==> src/logic/scratchpad_settings.svh <==
`ifndef SCRATCHPAD_SETTINGS_SVH
`define SCRATCHPAD_SETTINGS_SVH

// Number of banks
// Must be one, a power of two, or two to the N minus one
`define SP_BANKS 3

// Request address width in bits
`define SP_ADDR_WIDTH 8

// Data word width in bits
`define SP_DATA_WIDTH 16

// Words per bank
// Largest hashed index plus one for 3 banks over 8 address bits
`define SP_BANK_DEPTH 86

`endif
==> src/logic/scratchpad_pkg.sv <==
`include "scratchpad_settings.svh"

package scratchpad_pkg;

  // Bank number width
  // Kept at one bit even when there is only a single bank
  localparam int bank_width_lp = (`SP_BANKS > 1) ? $clog2(`SP_BANKS) : 1;

  // Index width inside one bank
  // Address space divided by bank count, rounded up
  localparam int index_width_lp =
    $clog2((2 ** `SP_ADDR_WIDTH + `SP_BANKS - 1) / `SP_BANKS);

  // Request address as seen at the top level
  typedef logic [`SP_ADDR_WIDTH-1:0] addr_t;

  // One stored data word
  typedef logic [`SP_DATA_WIDTH-1:0] data_t;

  // Bank number produced by the hash
  typedef logic [bank_width_lp-1:0] bank_t;

  // Word index inside the selected bank
  typedef logic [index_width_lp-1:0] index_t;

endpackage

==> src/logic/bank_port_if.sv <==
`timescale 1ns/100ps

interface bank_port_if;

  import scratchpad_pkg::*;

  // One cycle strobe, no handshake
  logic   valid;

  // High for a store, low for a load
  logic   write;

  // Target bank and word within it
  bank_t  bank;
  index_t index;

  // Store data, ignored on loads
  data_t  wdata;

  // Driven by the hash stage
  modport issue
    (output valid
    ,output write
    ,output bank
    ,output index
    ,output wdata
    );

  // Watched by every bank and by the read return
  modport serve
    (input valid
    ,input write
    ,input bank
    ,input index
    ,input wdata
    );

endinterface

==> src/logic/read_return.sv <==
`timescale 1ns/100ps
`include "scratchpad_settings.svh"

module read_return
  (input  logic                  clk_i
  ,input  logic                  rst_n_i
  ,bank_port_if.serve            port_i
  ,input  scratchpad_pkg::data_t bank_rdata_i [`SP_BANKS]
  ,output logic                  rsp_valid_o
  ,output scratchpad_pkg::bank_t rsp_bank_o
  ,output scratchpad_pkg::data_t rsp_rdata_o
  );

  import scratchpad_pkg::*;

  // Load presented to the banks this cycle
  logic  port_read;

  // Load that the banks are serving now
  logic  rd_valid_q;
  bank_t rd_bank_q;

  assign port_read = port_i.valid && !port_i.write;

  // Strobe follows the access through the bank read cycle
  always_ff @(posedge clk_i)
  begin
    if (!rst_n_i)
    begin
      rd_valid_q  <= 1'b0;
      rsp_valid_o <= 1'b0;
    end
    else
    begin
      rd_valid_q  <= port_read;
      rsp_valid_o <= rd_valid_q;
    end
  end

  // Bank number rides next to the access
  // Its bank output is ready one cycle later
  always_ff @(posedge clk_i)
  begin
    if (port_read)
    begin
      rd_bank_q <= port_i.bank;
    end
    if (rd_valid_q)
    begin
      rsp_bank_o  <= rd_bank_q;
      rsp_rdata_o <= bank_rdata_i[rd_bank_q];
    end
  end

  // Two responses in a row need two loads in a row, two cycles earlier
  a_rsp_from_reads : assert property
    (@(posedge clk_i) disable iff (!rst_n_i)
     (rsp_valid_o && $past(rsp_valid_o)) |-> ($past(port_read, 2) && $past(port_read, 3)))
    else $error("back to back responses without two loads issued");

endmodule

==> src/flat_wrapper.sv <==
// flat-port wrapper written by rule: the top's interface ports become plain ports
module read_return_flat import scratchpad_pkg::*;
  (clk_i, rst_n_i, bank_rdata_i, rsp_valid_o, rsp_bank_o, rsp_rdata_o, port_i_valid, port_i_write, port_i_bank, port_i_index, port_i_wdata);
  bank_port_if port_i_i ();
  input  logic clk_i;
  input  logic rst_n_i;
  input  scratchpad_pkg::data_t bank_rdata_i[`SP_BANKS];
  output logic rsp_valid_o;
  output scratchpad_pkg::bank_t rsp_bank_o;
  output scratchpad_pkg::data_t rsp_rdata_o;
  input wire logic [$bits(port_i_i.valid)-1:0] port_i_valid;
  input wire logic [$bits(port_i_i.write)-1:0] port_i_write;
  input wire logic [$bits(port_i_i.bank)-1:0] port_i_bank;
  input wire logic [$bits(port_i_i.index)-1:0] port_i_index;
  input wire logic [$bits(port_i_i.wdata)-1:0] port_i_wdata;
  assign port_i_i.valid = port_i_valid;
  assign port_i_i.write = port_i_write;
  assign port_i_i.bank = port_i_bank;
  assign port_i_i.index = port_i_index;
  assign port_i_i.wdata = port_i_wdata;
  read_return u_core (.clk_i(clk_i), .rst_n_i(rst_n_i), .port_i(port_i_i), .bank_rdata_i(bank_rdata_i), .rsp_valid_o(rsp_valid_o), .rsp_bank_o(rsp_bank_o), .rsp_rdata_o(rsp_rdata_o));
endmodule
==> config.mk <==
export PLATFORM = sky130hd
export DESIGN_NAME = read_return_flat
export DESIGN_NICKNAME = d
export VERILOG_FILES = /design/src/logic/scratchpad_pkg.sv /design/src/logic/bank_port_if.sv /design/src/logic/read_return.sv /design/src/flat_wrapper.sv
export VERILOG_INCLUDE_DIRS = /design/src /design/src/logic
export SDC_FILE = /design/constraint.sdc
export NUM_CORES = 1
export LEC_CHECK = 0
export BUFFER_PORTS_ARGS = -buffer_cell sky130_fd_sc_hd__buf_2
export CAP_MARGIN = 40
export CORE_AREA = 2 2 55 57
export CTS_CLUSTER_DIAMETER = 30
export DETAILED_ROUTE_END_ITERATION = 16
export DIE_AREA = 0 0 57 59
export PLACE_DENSITY = 0.84
export SYNTH_ARGS = -nofsm -noshare
export SYNTH_HDL_FRONTEND = slang
export SYNTH_SLANG_ARGS = --single-unit
==> constraint.sdc <==
create_clock -name clk_i -period 2.55 [get_ports clk_i]
set_input_delay 0.255 -clock clk_i [delete_from_list [all_inputs] [get_ports clk_i]]
set_output_delay 0.255 -clock clk_i [all_outputs]
set_load 0.005 [all_outputs]
==> flow_summary_export.csv <==
group,metric,value,unit
layout,nets,214,
clock_network,cts_root_buffer,"clkbuf_4",
timing,worstMarginPinSlew,0.797,ns
yosys,synth-seq-cells,22,
layout,drive_gt1_frac,0.581,
routing,dr.pass1.iters,2,
yosys,ys_seq_area_frac,0.615,
timing,relSlewSlack,0.468,
global_routing,antenna_found_initial,0,
clock_network,cts_max_level,1,
layout,final_cell_mix,"72 x buf_2, 20 x edfxtp_1, 16 x mux2i_1, 16 x o2bb2ai_1, 3 x clkbuf_4",
global_routing,grt_util_all_layers,0.144,
timing,finClkSkew,0.00251,ns
power,switching_share,0.213,
place,dp.final_hpwl,1810,um
global_routing,overflow,0,
global_routing,grt_pass1_vias,854,
clock_network,worst_skew_pair.late_latency,0.29,ns
clock_network,cts_hold_buffers,0,
setup_path,cp_top_family,"flip-flops",
clock_network,cts_tree,"yes",
power,leakagePower,0.654,nW
setup_path,critical_path_required,2.61,ns
power,switching_power,0.152,mW
timing,tns,0,ns
power,comb_power_share,0.150,
timing,hold_viol_final,0,
setup_path,path_cells,"buf_4, mux2i_1, o2bb2ai_1",
power,p_per_area,502,mW/mm2
layout,layoutNonFillerInstCount,167,
timing,slew_violations,0,
yosys,synth_top_area_frac,0.577,
place,io_buffer_count,72,
layout,final_common_cell,"buf_2",
power,pwr-share-clk,0.255,
yosys,ys.warnings.count,0,
setup_path,path_buf_inv,1,
power,p_seq_frac,0.595,
place,place_congestion,0.656,
setup_path,crit_path_start_kind,"flip-flop",
global_routing,grt_start_max_net_pins,20,
setup_path,crit_arrival,1.69,ns
layout,area_delta_synth_final,36.8,%
run_status,status,"finished clean",
run,max-cap-violations,0,
clock_network,clkTransAtPathRegs,0.11,ns
clock_network,clock_path_buffers,2,
floorplan,die_y,59,um
routing,ant_nets,0,
routing,viasPerCell,4.89,
floorplan,fp.dieArea,0.00336,mm2
timing,setup_viol,0,
setup_path,crit_type,"reg -> reg",
clock_network,cts_setup_buffers,0,
timing,min_period,1.63,ns
hold_path,hp-class,"in -> reg",
setup_path,r2r_setup_slack,0.92,ns
place,dp_cells,163,
yosys,ys_types,10,
layout,antenna_cells,0,
power,p_int,0.563,mW
routing,vias,816,
floorplan,die_w,57,um
clock_network,cts_made_buffers,3,
global_routing,grt_pass1_wl,3690,um
setup_path,critPathCaptureType,"flip-flop",
floorplan,core_area,0.00271,mm2
setup_path,worstPathMaxFanout,12,
routing,drc,0,
yosys,synthesis.area,0.00104,mm2
yosys,netlist_instances,64,
yosys,avgSynthCellArea,16.3,um2
floorplan,start_util,0.384,
floorplan,boundaryPins,96,
power,vdd_drop_max,0.000306,V
timing,finalCritPeriodShare,0.639,
routing,routed_wl,2310,um
routing,routedWlPerCell,13.8,um
timing,rsz0062_at_grt,"false",
yosys,synthTopCellsByArea,"edfxtp_1 58%, mux2i_1 15%, o2bb2ai_1 13%",
routing,drt-initial-drc-count,13,
setup_path,crit_slowest_cell,"edfxtp_1",
floorplan,num_rows,19,
yosys,syn_nets,141,
clock_network,cts_sinks,22,
clock_network,cts_resized,0,
yosys,post-synth-top-area-cell,"edfxtp_1",
setup_path,cpPeakStageDelay,0.78,ns
timing,max_freq,0.614,GHz
==> power by group through the flow <==
stage	registers, mW	logic, mW	clock network, mW
2_1_floorplan	0.429	0.0619	0
3_3_place_gp	0.433	0.102	0
3_5_place_dp	0.434	0.108	0
4_1_cts	0.426	0.108	0.190
5_1_grt	0.428	0.119	0.205
6_report	0.425	0.107	0.183
==> flip-flops by register name, indices dropped and copies added (netlist names) <==
signal,count
u_core.rd_valid_q,1
u_core.rd_bank_q,2
u_core.rsp_rdata_o,16
u_core.rsp_valid_o,1
u_core.rsp_bank_o,2
==> synth_stat cells, drive strengths merged <==
| master | count |
|---|---|
| nor2b | 2 |
| o2bb2ai | 16 |
| edfxtp | 20 |
| mux2i | 16 |
| clkbuf | 1 |
| and2 | 2 |
| buf | 5 |
| dfxtp | 2 |
==> area by class of cell <==
class | count | area [um2]
fillers | 253 | 1290
flip-flops and latches | 22 | 641
repair buffers | 74 | 375
multi-input cells | 36 | 333
well taps | 31 | 38.8
clock buffers | 4 | 36.3
==> cell families after synthesis <==
kind of cell	count (synthesis)	synth area share
AO/OA/AOI/OAI	16	0.135
flip-flops	22	0.615
AND/OR/NAND/NOR	4	0.0312
multiplexers	16	0.154
buffers and inverters	6	0.0649
==> per-layer routing <==
| layer | up-vias | GRT usage | wire, um |
|---|---|---|---|
| li1 | 402 | - | - |
| met1 | 369 | 0.158 | 820 |
| met2 | 43 | 0.279 | 1280 |
| met3 | 2 | 0.0306 | 196 |
| met4 | 0 | 0.0399 | 14 |
| met5 | - | 0 | 0 |
==> worst paths after layout <==
kind | from | to | cells after the start
worst max register to register | u_core.rd_bank_q[1] | u_core.rsp_rdata_o[3] | 3
worst max-delay path | u_core.rd_bank_q[1] | u_core.rsp_rdata_o[3] | 3
worst min-delay path | port_i_bank[0] | u_core.rd_bank_q[0] | 1
worst min register to register | u_core.rd_bank_q[0] | u_core.rsp_bank_o[0] | 1
==> per-stage QoR <==
| step | total power [mW] | hold slack [ns] | cell area [um2] | util | setup slack, ns |
|---|---|---|---|---|---|
| 2_1_floorplan | 0.491 | 0.354 | 1040 | - | 1.32 |
| 3_3_place_gp | 0.535 | 0.433 | 1390 | 0.512 | 0.964 |
| 3_5_place_dp | 0.543 | 0.437 | 1390 | 0.512 | 0.894 |
| 4_1_cts | 0.725 | 0.125 | 1420 | 0.525 | 0.885 |
| 5_1_grt | 0.752 | 0.117 | 1420 | 0.525 | 0.811 |
| 6_report | 0.715 | 0.132 | 1420 | 0.525 | 0.920 |
(Power assumes the default switching activity.)
