[config.mk]
export PLATFORM = sky130hd
export DESIGN_NAME = hash_stage_flat
export DESIGN_NICKNAME = d
export VERILOG_FILES = /design/src/logic/scratchpad_pkg.sv /design/src/logic/bank_port_if.sv /design/src/logic/hash_stage.sv /design/src/logic/bank_hash.sv /design/src/flat_wrapper.sv
export VERILOG_INCLUDE_DIRS = /design/src /design/src/logic
export SDC_FILE = /design/constraint.sdc
export NUM_CORES = 1
export LEC_CHECK = 0
export BUFFER_PORTS_ARGS = -buffer_cell sky130_fd_sc_hd__buf_2
export CORE_MARGIN = 4
export CORE_UTILIZATION = 40
export CTS_BUF_LIST = sky130_fd_sc_hd__clkbuf_16
export CTS_CLUSTER_DIAMETER = 150
export DETAILED_ROUTE_END_ITERATION = 16
export PLACE_DENSITY = 0.76
export SLEW_MARGIN = 20
export SYNTH_ARGS = -nofsm -noshare
export SYNTH_HDL_FRONTEND = slang
export SYNTH_SLANG_ARGS = --single-unit
[constraint.sdc]
create_clock -name clk_i -period 1.2 [get_ports clk_i]
set_input_delay 0.18 -clock clk_i [delete_from_list [all_inputs] [get_ports clk_i]]
set_output_delay 0.18 -clock clk_i [all_outputs]
set_load 0.005 [all_outputs]
[src/logic/scratchpad_settings.svh]
`ifndef SCRATCHPAD_SETTINGS_SVH
`define SCRATCHPAD_SETTINGS_SVH

// Number of banks
// Must be one, a power of two, or two to the N minus one
`define SP_BANKS 3

// Request address width in bits
`define SP_ADDR_WIDTH 8

// Data word width in bits
`define SP_DATA_WIDTH 16

// Words per bank
// Largest hashed index plus one for 3 banks over 8 address bits
`define SP_BANK_DEPTH 86

`endif
[src/logic/scratchpad_pkg.sv]
`include "scratchpad_settings.svh"

package scratchpad_pkg;

  // Bank number width
  // Kept at one bit even when there is only a single bank
  localparam int bank_width_lp = (`SP_BANKS > 1) ? $clog2(`SP_BANKS) : 1;

  // Index width inside one bank
  // Address space divided by bank count, rounded up
  localparam int index_width_lp =
    $clog2((2 ** `SP_ADDR_WIDTH + `SP_BANKS - 1) / `SP_BANKS);

  // Request address as seen at the top level
  typedef logic [`SP_ADDR_WIDTH-1:0] addr_t;

  // One stored data word
  typedef logic [`SP_DATA_WIDTH-1:0] data_t;

  // Bank number produced by the hash
  typedef logic [bank_width_lp-1:0] bank_t;

  // Word index inside the selected bank
  typedef logic [index_width_lp-1:0] index_t;

endpackage

[src/logic/bank_port_if.sv]
`timescale 1ns/100ps

interface bank_port_if;

  import scratchpad_pkg::*;

  // One cycle strobe, no handshake
  logic   valid;

  // High for a store, low for a load
  logic   write;

  // Target bank and word within it
  bank_t  bank;
  index_t index;

  // Store data, ignored on loads
  data_t  wdata;

  // Driven by the hash stage
  modport issue
    (output valid
    ,output write
    ,output bank
    ,output index
    ,output wdata
    );

  // Watched by every bank and by the read return
  modport serve
    (input valid
    ,input write
    ,input bank
    ,input index
    ,input wdata
    );

endinterface

[src/logic/hash_stage.sv]
`timescale 1ns/100ps
`include "scratchpad_settings.svh"

module hash_stage
  (input  logic                  clk_i
  ,input  logic                  rst_n_i
  ,input  logic                  req_valid_i
  ,input  logic                  req_write_i
  ,input  scratchpad_pkg::addr_t req_addr_i
  ,input  scratchpad_pkg::data_t req_wdata_i
  ,bank_port_if.issue            port_o
  );

  import scratchpad_pkg::*;

  // Combinational hash result for the incoming address
  bank_t  hash_bank;
  index_t hash_index;

  bank_hash
    #(.banks_p(`SP_BANKS)
     ,.width_p(`SP_ADDR_WIDTH)
     )
    i_bank_hash
    (.addr_i (req_addr_i)
    ,.bank_o (hash_bank)
    ,.index_o(hash_index)
    );

  // Strobe into the banks, one cycle behind the request
  always_ff @(posedge clk_i)
  begin
    if (!rst_n_i)
    begin
      port_o.valid <= 1'b0;
    end
    else
    begin
      port_o.valid <= req_valid_i;
    end
  end

  // Access fields only load with a request
  // Banks ignore them while valid is low
  always_ff @(posedge clk_i)
  begin
    if (req_valid_i)
    begin
      port_o.write <= req_write_i;
      port_o.bank  <= hash_bank;
      port_o.index <= hash_index;
      port_o.wdata <= req_wdata_i;
    end
  end

  // Hash must land inside the bank set and inside each bank
  a_access_in_range : assert property
    (@(posedge clk_i) disable iff (!rst_n_i)
     port_o.valid |-> (int'(port_o.bank) < `SP_BANKS) &&
                      (int'(port_o.index) < `SP_BANK_DEPTH))
    else $error("hash produced bank %0d index %0d out of range",
                port_o.bank, port_o.index);

endmodule

[src/logic/bank_hash.sv]
`timescale 1ns/100ps

module bank_hash
  #(parameter int banks_p = 1
   ,parameter int width_p = 1
   ,localparam int lg_banks_lp = (banks_p > 1) ? $clog2(banks_p) : 1
   ,localparam int index_width_lp = $clog2((2 ** width_p + banks_p - 1) / banks_p)
  )
  (input  logic [width_p-1:0]        addr_i
  ,output logic [lg_banks_lp-1:0]    bank_o
  ,output logic [index_width_lp-1:0] index_o
  );

  if (banks_p == 1)
  begin : g_one
    // Single bank takes the whole address as its index
    assign bank_o  = '0;
    assign index_o = addr_i;
  end
  else if (banks_p == 2)
  begin : g_two
    // Top bit picks the bank
    assign bank_o  = addr_i[width_p-1];
    assign index_o = addr_i[width_p-2:0];
  end
  else if ((banks_p & (banks_p - 1)) == 0)
  begin : g_pow2
    // Top bit becomes the low bank bit
    assign bank_o[0] = addr_i[width_p-1];

    // Remaining bits hash over half as many banks
    bank_hash
      #(.banks_p(banks_p >> 1)
       ,.width_p(width_p - 1)
       )
      i_bank_hash
      (.addr_i (addr_i[width_p-2:0])
      ,.bank_o (bank_o[lg_banks_lp-1:1])
      ,.index_o(index_o)
      );
  end
  else if ((banks_p & (banks_p + 1)) == 0)
  begin : g_mersenne
    if ((width_p % lg_banks_lp) != 0)
    begin : g_pad
      localparam int sub_index_width_lp =
        $clog2((2 ** (width_p + 1) + banks_p - 1) / banks_p);

      logic [sub_index_width_lp-1:0] sub_index;

      // Append a zero so the digits line up
      bank_hash
        #(.banks_p(banks_p)
         ,.width_p(width_p + 1)
         )
        i_bank_hash
        (.addr_i ({addr_i, 1'b0})
        ,.bank_o (bank_o)
        ,.index_o(sub_index)
        );

      // Low index bit only carries the padding
      assign index_o = sub_index[index_width_lp:1];
    end
    else
    begin : g_even
      localparam int digits_lp = width_p / lg_banks_lp;

      logic [digits_lp-1:0]                  all_ones;
      logic [digits_lp-1:0]                  skip;
      logic [digits_lp-1:0]                  border;
      logic [lg_banks_lp-1:0][digits_lp-1:0] digit_bits;
      logic [width_p-1:0]                    index_full;

      for (genvar d = 0; d < digits_lp; d++)
      begin : g_digit
        // Digit made of all ones is skipped over
        assign all_ones[d] = &addr_i[d*lg_banks_lp +: lg_banks_lp];

        // Transposed view, bit j of every digit side by side
        for (genvar j = 0; j < lg_banks_lp; j++)
        begin : g_bit
          assign digit_bits[j][d] = addr_i[d*lg_banks_lp + j];
        end

        // Skipped digit turns into one, border into zero, others pass
        assign index_full[d*lg_banks_lp +: lg_banks_lp] =
          skip[d]   ? lg_banks_lp'(1) :
          border[d] ? '0 :
                      addr_i[d*lg_banks_lp +: lg_banks_lp];
      end

      // Scan from the top digit down
      // Border is the first digit that breaks the run of all ones
      always_comb
      begin : scan
        logic run;
        run    = 1'b1;
        skip   = '0;
        border = '0;
        for (int d = digits_lp - 1; d >= 0; d--)
        begin
          border[d] = run & ~all_ones[d];
          run       = run & all_ones[d];
          skip[d]   = run;
        end
      end

      // Bank is the border digit, or zero when every digit is all ones
      for (genvar j = 0; j < lg_banks_lp; j++)
      begin : g_bank
        assign bank_o[j] = |(border & digit_bits[j]);
      end

      assign index_o = index_full[index_width_lp-1:0];
    end
  end
  else
  begin : g_bad
    $error("bank_hash cannot handle banks_p = %0d", banks_p);
  end

endmodule

[src/flat_wrapper.sv]
// flat-port wrapper written by rule: the top's interface ports become plain ports
module hash_stage_flat import scratchpad_pkg::*;
  (clk_i, rst_n_i, req_valid_i, req_write_i, req_addr_i, req_wdata_i, port_o_valid, port_o_write, port_o_bank, port_o_index, port_o_wdata);
  bank_port_if port_o_i ();
  input  logic clk_i;
  input  logic rst_n_i;
  input  logic req_valid_i;
  input  logic req_write_i;
  input  scratchpad_pkg::addr_t req_addr_i;
  input  scratchpad_pkg::data_t req_wdata_i;
  output wire logic [$bits(port_o_i.valid)-1:0] port_o_valid;
  output wire logic [$bits(port_o_i.write)-1:0] port_o_write;
  output wire logic [$bits(port_o_i.bank)-1:0] port_o_bank;
  output wire logic [$bits(port_o_i.index)-1:0] port_o_index;
  output wire logic [$bits(port_o_i.wdata)-1:0] port_o_wdata;
  assign port_o_valid = port_o_i.valid;
  assign port_o_write = port_o_i.write;
  assign port_o_bank = port_o_i.bank;
  assign port_o_index = port_o_i.index;
  assign port_o_wdata = port_o_i.wdata;
  hash_stage u_core (.clk_i(clk_i), .rst_n_i(rst_n_i), .req_valid_i(req_valid_i), .req_write_i(req_write_i), .req_addr_i(req_addr_i), .req_wdata_i(req_wdata_i), .port_o(port_o_i));
endmodule
==> flow_summary.rst <==
.. list-table::
   :header-rows: 1

   * - Metric
     - Value
   * - Result of the run
     - complete, no violations
   * - Worst Setup SP
     - u_core.port_o.wdata[13]
   * - Setup Total Neg Slack
     - 0 ps
   * - Final Max Tran Viols
     - 0
   * - Peak Freq
     - 1070 MHz
   * - Unrepaired setup endpoints after global routing
     - no
   * - Wire length on met1
     - approximately 550 um
   * - Area of the placeable core
     - 2230 um2
   * - Worst Path Arrival
     - between 700 and 800 ps
   * - Seq cells post-synth
     - 27
   * - Antenna violations before repair
     - 0
   * - Largest net degree at the start of global routing
     - 28
   * - Post-CTS setup buffer count
     - 0
   * - Crit path kind
     - flip-flop to primary output
   * - Max_cap viols
     - 0
   * - Most frequent cells in the layout
     - sky130_fd_sc_hd__buf_2, sky130_fd_sc_hd__edfxtp_1, sky130_fd_sc_hd__inv_1
   * - Utilization after layout
     - 60.2%
   * - Count of unique library cells instantiated by Yosys
     - 17
   * - Type of the tightest min-delay check
     - input port to flip-flop
   * - TritonCTS buffer count
     - 3
   * - Largest delay contributor family on the critical path
     - flip-flops
   * - Cell with the biggest individual delay on the critical path
     - sky130_fd_sc_hd__edfxtp_1
   * - Post-route DRC
     - 0
   * - Uppermost layer routed
     - met3
   * - Sequential-to-total area share from yosys stat
     - between 80% and 90%
   * - Syn Area/Cell
     - 18.8 um2
   * - Clock-pin slew on the worst setup and hold paths
     - 60 ps
   * - CTS tree
     - yes
   * - Synthesized-area fraction occupied by adder cells
     - 0%
   * - Number of standard cells after synthesis
     - 50
   * - Crit path setup slack, layout
     - 262 ps
   * - CTS-repair resized insts
     - 0
   * - Synthesis warning total
     - 0
   * - Total gr overflow
     - 0
   * - Relative slew margins
     - 90.6%
   * - Number of failing hold endpoints at the final stage
     - 0
   * - Wire per inst
     - between 10 and 15 um
   * - Crit start category
     - flip-flop
   * - Final weighted congestion in routability-driven placement
     - 0.749
   * - DR vias/cell
     - 4.63
   * - Fraction of synthesized cell area in xor and xnor cells
     - 0%
   * - Number of vias in the routed layout
     - 634
   * - DR pass1 iterations
     - 3
   * - CTS Root Cell
     - sky130_fd_sc_hd__clkbuf_16
   * - Horizontal die dimension
     - between 50 and 60 um
   * - Number of nets in the layout
     - 138
   * - Largest family of logic cells by synthesized area
     - simple AND/OR/NAND/NOR gates
   * - Floorplan die area
     - 3190 um2
   * - Worst Tran Pin Value
     - 140 ps
   * - Proportion of synthesized area in mux cells
     - 0%
   * - Highest ir drop seen on vdd
     - 908 uV
   * - Number of cells traversed by the worst hold path
     - 1
   * - Max stage delay on crit path
     - 370 ps
   * - Detailed-placement wirelength estimate
     - 1400 um
   * - Cts-stage hold buffer count
     - 0
   * - Wire length of the first global-routing pass
     - 2630 um
   * - Crit path capture type
     - primary output
   * - I/O Buffers
     - 54
   * - Met2 WL post-DR
     - 961 um
   * - Number of diodes added for antenna fixing
     - 0
   * - Most common cell after layout, fill and taps aside
     - sky130_fd_sc_hd__buf_2
   * - Synthesized-area fraction occupied by ao, oa, aoi and oai cells
     - 6.38%
   * - Initial cell density of the core
     - a little over two fifths
   * - Sum of buffers and inverters on the critical path
     - 1
   * - Required time at the endpoint of the critical path
     - 1020 ps
   * - Met3 wirelength from detailed routing
     - 217 um
   * - Routed Wire Length
     - 1730 um
   * - Power density over cell area
     - 1510 nW/um2
   * - Remaining antenna violation count
     - 0
   * - Post-synthesis cell area
     - approximately 940 um2
   * - Top-level I/O count
     - 55
   * - Leakage power summed over all cells
     - 0.592 nW
   * - FP Rows
     - 17
   * - P&R area growth vs syn
     - 43.0%
   * - Number of nets in the synthesized netlist
     - just under 80
   * - Die boundary height
     - ~57 um
   * - Vias in the first global route
     - 604
   * - Crit path depth
     - 1
   * - Fraction of layout instances using a drive strength above 1
     - 56.0%
   * - Shortest period the worst path allows
     - 938 ps
   * - Portion of the clock cycle consumed by the worst path in the final layout
     - 78.2%
   * - Cells along the critical path
     - buf_2
   * - GRT Overall Usage
     - about 11%
   * - Worst Hold Launch
     - req_wdata_i[8]
   * - 1st-iter DRT viols
     - 7
   * - Number of sinks on the clock net
     - 27
   * - Maximum fanout along the worst path
     - 1
   * - Worst setup slack after placement
     - 49.9 ps
   * - Post-synthesis simple-gate area fraction
     - 7.31%
   * - # setup viols final
     - 0
   * - Number of H-tree branching levels
     - 1
   * - Number of buffers on the longest clock path
     - 2
[report_power, final]
group	total (mW)	leakage, nW	switching, mW	internal (mW)
Combinational	0.190	0.287	0.0881	0.102
Sequential	1.13	0.262	0.0151	1.12
Clock	0.708	0.0423	0.264	0.444
Total	2.03	0.592	0.367	1.66
[state kept, by name, summed over array words and instances (netlist names)]
register	count
u_core.port_o.bank	2
u_core.port_o.index	7
u_core.port_o.valid	1
u_core.port_o.wdata	16
u_core.port_o.write	1
[through the flow]
step	cells	instance area, um2	total power, mW	hold slack [ps]
after detailed placement	133	1270	1.35	359
after global routing	137	1350	2.11	93.0
after floorplan	50	941	1.20	279
after global placement	133	1270	1.34	357
final	137	1350	2.03	101
after CTS	137	1350	2.05	96.7
[area by class of cell]
cell class              count  area [um2]
clock buffers               3        75.1
repair buffers             55         290
well taps                  28        35.0
inverters                   3        11.3
fillers                   188         888
flip-flops and latches     27         801
multi-input cells          20         129
clock inverters             1        3.75
[synth_stat cells]
cell type	number	area [um2]
sky130_fd_sc_hd__a21oi_1	1	5.00
sky130_fd_sc_hd__a221o_2	1	11.3
sky130_fd_sc_hd__a41o_1	1	10.0
sky130_fd_sc_hd__and2_1	2	12.5
sky130_fd_sc_hd__and2_2	2	15.0
sky130_fd_sc_hd__dfxtp_1	1	20.0
sky130_fd_sc_hd__edfxtp_1	26	781
sky130_fd_sc_hd__inv_1	3	11.3
sky130_fd_sc_hd__nand2_1	3	11.3
sky130_fd_sc_hd__nand2b_1	1	6.26
sky130_fd_sc_hd__nand3_1	1	5.00
sky130_fd_sc_hd__nand4_1	1	6.26
sky130_fd_sc_hd__nor2b_1	1	6.26
sky130_fd_sc_hd__o21a_1	3	22.5
sky130_fd_sc_hd__o21ai_0	1	5.00
sky130_fd_sc_hd__o22ai_1	1	6.26
sky130_fd_sc_hd__or2_1	1	6.26
[final timing paths]
path,to,slack (ps)
setup / recovery,port_o_wdata[13],260
hold / removal,u_core.port_o.wdata[8],100
[per-layer routing]
metal / vias up / global-route usage [%]
met5: - / 0
met4: 0 / 3.05
met3: 0 / 5.52
met2: 29 / 21.1
met1: 293 / 9.39
li1: 312 / -
[kinds of logic after synthesis]
kind of cell,Yosys count
flip-flops,27
AND/OR/NAND/NOR,12
AO/OA/AOI/OAI,8
buffers and inverters,3
No activity file was read; power rests on OpenSTA's default activity.
